## src/tpu_defines.svh

```systemverilog
//////////////////////////////////////////////////
// Cluster geometry and field widths
// Lane count, operand width, register file size
//////////////////////////////////////////////////

`ifndef TPU_DEFINES_SVH
`define TPU_DEFINES_SVH

// Lane geometry
`define TPU_NUM_LANES	4		// Lanes in the cluster
`define TPU_LANE_AW		2		// Bits to index a lane

// Datapath
`define TPU_DATA_W		32		// Operand width

// Register file
`define TPU_NUM_REGS	16		// Registers per lane
`define TPU_REG_AW		4		// Register address width

// Instruction fields
`define TPU_PATH_W		5		// Route code width
`define TPU_OP_W		3		// Opcode width

`endif
```

## src/pkg_tpu_ctrl.sv

```systemverilog
//////////////////////////////////////////////////
// Control types
// Route code, opcode and sequencer state enums
//////////////////////////////////////////////////

`include "tpu_defines.svh"

package pkg_tpu_ctrl;

	// Route code
	// Bit 4 set takes a lane picked by bits 3..0 plus own index
	// Bit 4 clear uses bits 1..0 as a local pick
	typedef logic [`TPU_PATH_W-1:0] path_sel_t;

	// ALU functions
	typedef enum logic [`TPU_OP_W-1:0] {
		OP_ADD	= 3'd0,		// op1 + op2
		OP_SUB	= 3'd1,		// op1 - op2
		OP_MUL	= 3'd2,		// Low word of op1 * op2
		OP_AND	= 3'd3,		// Bitwise
		OP_XOR	= 3'd4,		// Bitwise
		OP_MAD	= 3'd5,		// op1 * op2 + op3
		OP_LID	= 3'd6		// op1 + lane index
	} opcode_t;

	// Issue sequencer
	typedef enum logic [1:0] {
		ST_IDLE	= 2'd0,		// Waiting for an instruction
		ST_READ	= 2'd1,		// Register file read
		ST_EXEC	= 2'd2,		// ALU step
		ST_WB	= 2'd3		// Write back
	} seq_state_t;

endpackage

```

## src/pkg_tpu_data.sv

```systemverilog
//////////////////////////////////////////////////
// Datapath types
// Operand, register index, lane index, lane array
//////////////////////////////////////////////////

`include "tpu_defines.svh"

package pkg_tpu_data;

	// One operand or result word
	typedef logic [`TPU_DATA_W-1:0]		data_t;

	// Register index inside one lane
	typedef logic [`TPU_REG_AW-1:0]		reg_addr_t;

	// Lane number, used for cross-lane picks
	typedef logic [`TPU_LANE_AW-1:0]	lane_idx_t;

	// One word per lane, slot n belongs to lane n
	typedef data_t [`TPU_NUM_LANES-1:0]	lane_t;

endpackage

```

## src/issue_ctrl.sv

```systemverilog
//////////////////////////////////////////////////
// Instruction latch and issue sequencer
// Drives read, execute and write-back strobes
//////////////////////////////////////////////////

`timescale 1ns/100ps

module issue_ctrl
	import pkg_tpu_data::*;
	import pkg_tpu_ctrl::*;
(
	input	logic			clock,
	input	logic			arst_n,
	input	logic			instr_valid,		// One-cycle strobe
	input	opcode_t		opcode,
	input	reg_addr_t		dst,
	input	reg_addr_t		src1,
	input	reg_addr_t		src2,
	input	reg_addr_t		src3,
	input	path_sel_t		sel_path,			// Operand route
	input	path_sel_t		sel_path_wb,		// Write-back route
	input	data_t			scalar,
	output	logic			busy,
	output	logic			rd_en,
	output	logic			ex_en,
	output	logic			wr_en,
	output	opcode_t		op,
	output	path_sel_t		wb_sel,
	output	path_sel_t		op_sel,
	output	reg_addr_t		dst_q,
	output	reg_addr_t		src1_q,
	output	reg_addr_t		src2_q,
	output	reg_addr_t		src3_q,
	output	data_t			scalar_q
);

	seq_state_t		state;
	seq_state_t		state_nxt;
	logic			accept;

	assign accept = (state == ST_IDLE) && instr_valid;	// Dropped while busy

	//////////////////////////////////////////////////
	// Sequencer
	//////////////////////////////////////////////////

	always_comb begin
		case (state)
			ST_IDLE:	state_nxt = accept ? ST_READ : ST_IDLE;
			ST_READ:	state_nxt = ST_EXEC;
			ST_EXEC:	state_nxt = ST_WB;
			default:	state_nxt = ST_IDLE;
		endcase
	end

	always_ff @(posedge clock or negedge arst_n) begin
		if (!arst_n) begin
			state <= ST_IDLE;
		end else begin
			state <= state_nxt;
		end
	end

	assign busy		= (state != ST_IDLE);
	assign rd_en	= (state == ST_READ);
	assign ex_en	= (state == ST_EXEC);
	assign wr_en	= (state == ST_WB);

	//////////////////////////////////////////////////
	// Instruction latch
	//////////////////////////////////////////////////

	always_ff @(posedge clock or negedge arst_n) begin
		if (!arst_n) begin
			op			<= OP_ADD;
			op_sel		<= '0;
			wb_sel		<= '0;
			dst_q		<= '0;
			src1_q		<= '0;
			src2_q		<= '0;
			src3_q		<= '0;
			scalar_q	<= '0;
		end else if (accept) begin
			op			<= opcode;
			op_sel		<= sel_path;
			wb_sel		<= sel_path_wb;
			dst_q		<= dst;
			src1_q		<= src1;
			src2_q		<= src2;
			src3_q		<= src3;
			scalar_q	<= scalar;
		end
	end

	// Strobes never overlap
	a_strobe_onehot: assert property (@(posedge clock) disable iff (!arst_n)
		$onehot0({rd_en, ex_en, wr_en}));

	// Write back always lands one cycle after the ALU step
	a_wr_after_ex: assert property (@(posedge clock) disable iff (!arst_n)
		ex_en |=> wr_en);
	a_wr_needs_ex: assert property (@(posedge clock) disable iff (!arst_n)
		wr_en |-> $past(ex_en));

endmodule

```

## config.mk

```make
export PLATFORM = sky130hd
export DESIGN_NAME = issue_ctrl
export DESIGN_NICKNAME = d
export VERILOG_FILES = /design/src/pkg_tpu_ctrl.sv /design/src/pkg_tpu_data.sv /design/src/issue_ctrl.sv
export VERILOG_INCLUDE_DIRS = /design/src
export SDC_FILE = /design/constraint.sdc
export NUM_CORES = 1
export LEC_CHECK = 0
export BUFFER_PORTS_ARGS = -buffer_cell sky130_fd_sc_hd__buf_2
export CORE_ASPECT_RATIO = 1.4
export CORE_MARGIN = 2
export CORE_UTILIZATION = 30
export DETAILED_ROUTE_END_ITERATION = 6
export GPL_TIMING_DRIVEN = 0
export SETUP_SLACK_MARGIN = 0.4
export SYNTH_ARGS = -nofsm -noshare
export SYNTH_HDL_FRONTEND = slang
export SYNTH_SLANG_ARGS = --single-unit
```

## constraint.sdc

```tcl
create_clock -name clock -period 2.5 [get_ports clock]
set_input_delay 0.25 -clock clock [delete_from_list [all_inputs] [get_ports clock]]
set_output_delay 0.25 -clock clock [all_outputs]
set_load 0.05 [all_outputs]
```

==> results.md <==
- Status: complete, no violations
- CP arrival: 1.36 ns
- Worst path slowest cell: dfrtp_1
- Yosys top cell by area: dfrtp_1
- Pin count of the biggest net entering global routing: 64
- Antenna viol nets, final: 0
- Synth unique cells: 8
- Clock Skews: just under 0.009 ns
- First drt pass iteration count: 3
- Post-CTS sizing: 0
- Buffer levels on the longest clock path: 2
- Period utilization: between 60 and 70%
- Share of the synthesized area in the top cell type: 64.4%
- Core area: roughly 8100 um^2
- Final layout net count: about 350
- Global route total overflow: 0
- Peak Freq: roughly 0.62 GHz
- Worst-path maximum fanout: 4
- Core Rows: 39
- Die footprint: 8910 um^2
- Worst hold slack: approximately 0.015 ns
- Via/cell ratio: 4.28
- Max cap viols: 0
- Post-CTS Setup Inserts: 0
- RSZ-0062 raised after global routing: false
- Sink Count: 63
- Residual DRC: 0
- Register Area: ~1600 um^2
- Setup TNS: 0 ns
- Most frequent cells in the layout: 127 x buf_2, 63 x dfrtp_1, 56 x mux2_2
- Average wire per standard cell: about 13 um
- Synth Warn #: 0
- Final Setup Violations: 0
- Initial Util: between 30% and 40%
- Largest cells by area after synthesis: dfrtp_1 64%, mux2_2 26%, clkbuf_8 3.4%
- Largest stage delay, worst path: about 0.39 ns
- Mapped Cells: 139
- Worst-path clk slew: ~0.05 ns
- Share of post-route cells with drive strength above 1: 74.1%
- Fillers: 775
- Post-layout min period: 1.61 ns
- Num ports: between 100 and 150
- CTS tree: done
- Number of buffers created by CTS: 9
- Max-slew violations: 0
- Startpoint Class: flip-flop
- Detailed Route Iter0 Violations: 47
- Total GRT Usage: between 10% and 20%
- Hold_buf cts: 0
- R2R setup slack: around 0.95 ns
- Clock latency on the worst-skew pair: 0.32 ns
- Worst Max-Slew Pin Slew: around 0.76 ns
- Die Span X: approximately 80 um
- Top cell by count, worst path: inv_1
- H-Tree Depth: 3
- IO Port Bufs: roughly 130
- Final hold viol count: 0
- Syn_nets: just over 200
- CTS root buf: clkbuf_16
- Register area share after synthesis: around 64%
- Syn avg cell area: around 18 um^2
- Chip Height: around 110 um
- Routability Congestion: 0.663
- Initial antenna violation count: 0
- DP HPWL: about 3.7 mm
- Hold Path Class: input pin to async pin
- #FFs+latches synth: 63
- Endpoint class of the critical path: primary output
- Worst path cell trace: inv_1 -> ha_1 -> inv_1 -> buf_2
- Area occupied by multi-input gates: 777 um^2
- Synth-to-Final Area Change: 44.3%
- Most common cell after layout, fill and taps aside: buf_2
- Max-slew headroom: 49.4%
- Worst EP required: around 2.3 ns
- CP Class: flip-flop to primary output
- DR vias: roughly 1600
- Final WL: about 4.9 mm
- First-pass GRT wire length: around 8 mm
- Synthesized area: about 2400 um^2
- Number of diodes: 0
- Number of global-route vias before repair: between 1500 and 2000
==> worst paths after layout <==
| path | from | to | cells after the start |
|---|---|---|---|
| hold / removal | arst_n | scalar_q[14]$_DFFE_PN0P_ | 1 |
| min in group clock | scalar[22] | scalar_q[22]$_DFFE_PN0P_ | 2 |
| setup reg to reg | state[0]$_DFF_PN0_ | wb_sel[3]$_DFFE_PN0P_ | 5 |
| max in group asynchronous | arst_n | wb_sel[0]$_DFFE_PN0P_ | 1 |
| setup / recovery | state[0]$_DFF_PN0_ | busy | 4 |
| hold reg to reg | src3_q[0]$_DFFE_PN0P_ | src3_q[0]$_DFFE_PN0P_ | 1 |
==> kinds of logic after synthesis <==
family	after synthesis	synth area share, %
adders and majority gates	4	2.05
DFF	63	64.4
and+or+nand+nor	1	0.460
muxes	62	29.2
buffers and inverters	9	3.83
==> flip-flops by register name (all words and copies together) (netlist names) <==
name / cells
dst_q: 4
op: 3
op_sel: 5
scalar_q: 32
src1_q: 4
src2_q: 4
src3_q: 4
state: 2
wb_sel: 5
==> routing by layer <==
layer	track usage (%)	routed length, um	vias to the layer above
met1	13.0	1870	803
met5	0	0	-
met2	20.1	2510	77
met4	4.75	85	0
met3	4.40	392	7
li1	-	-	756
==> worst max-delay path, delay by kind of cell, from the launching register on <==
family / cells / cell delay (ns)
adders and majority gates: 1 / 0.25
buffers and inverters: 3 / 0.40
DFF: 1 / 0.39
==> Yosys cell counts, drive strengths merged <==
| library cell | n |
|---|---|
| dfrtp | 63 |
| mux2 | 61 |
| clkbuf | 6 |
| ha | 4 |
| inv | 3 |
| mux2i | 1 |
| nand2 | 1 |
==> stage by stage <==
step                instance area (um^2)  utilization, %  std cells  setup slack (ns)
floorplan                           2450               -        139              1.10
global placement                    3220            39.9        369             0.971
detailed placement                  3220            39.9        369             0.933
CTS                                 3530            43.8        384             0.866
global route                        3530            43.9        384             0.806
finish                              3530            43.9        384             0.891
==> layout make-up <==
class                   count  share of cell area [%]
well taps                 102                    3.61
clock inverters             3                    1.91
clock buffers              12                    6.98
plain buffers               6                    2.34
multi-input cells          67                    22.0
repair buffers            128                    18.2
flip-flops and latches     63                    44.6
inverters                   3                   0.319
Power is not shown: default switching activity piles up to over one toggle a cycle in this logic, so the estimate is an artifact.
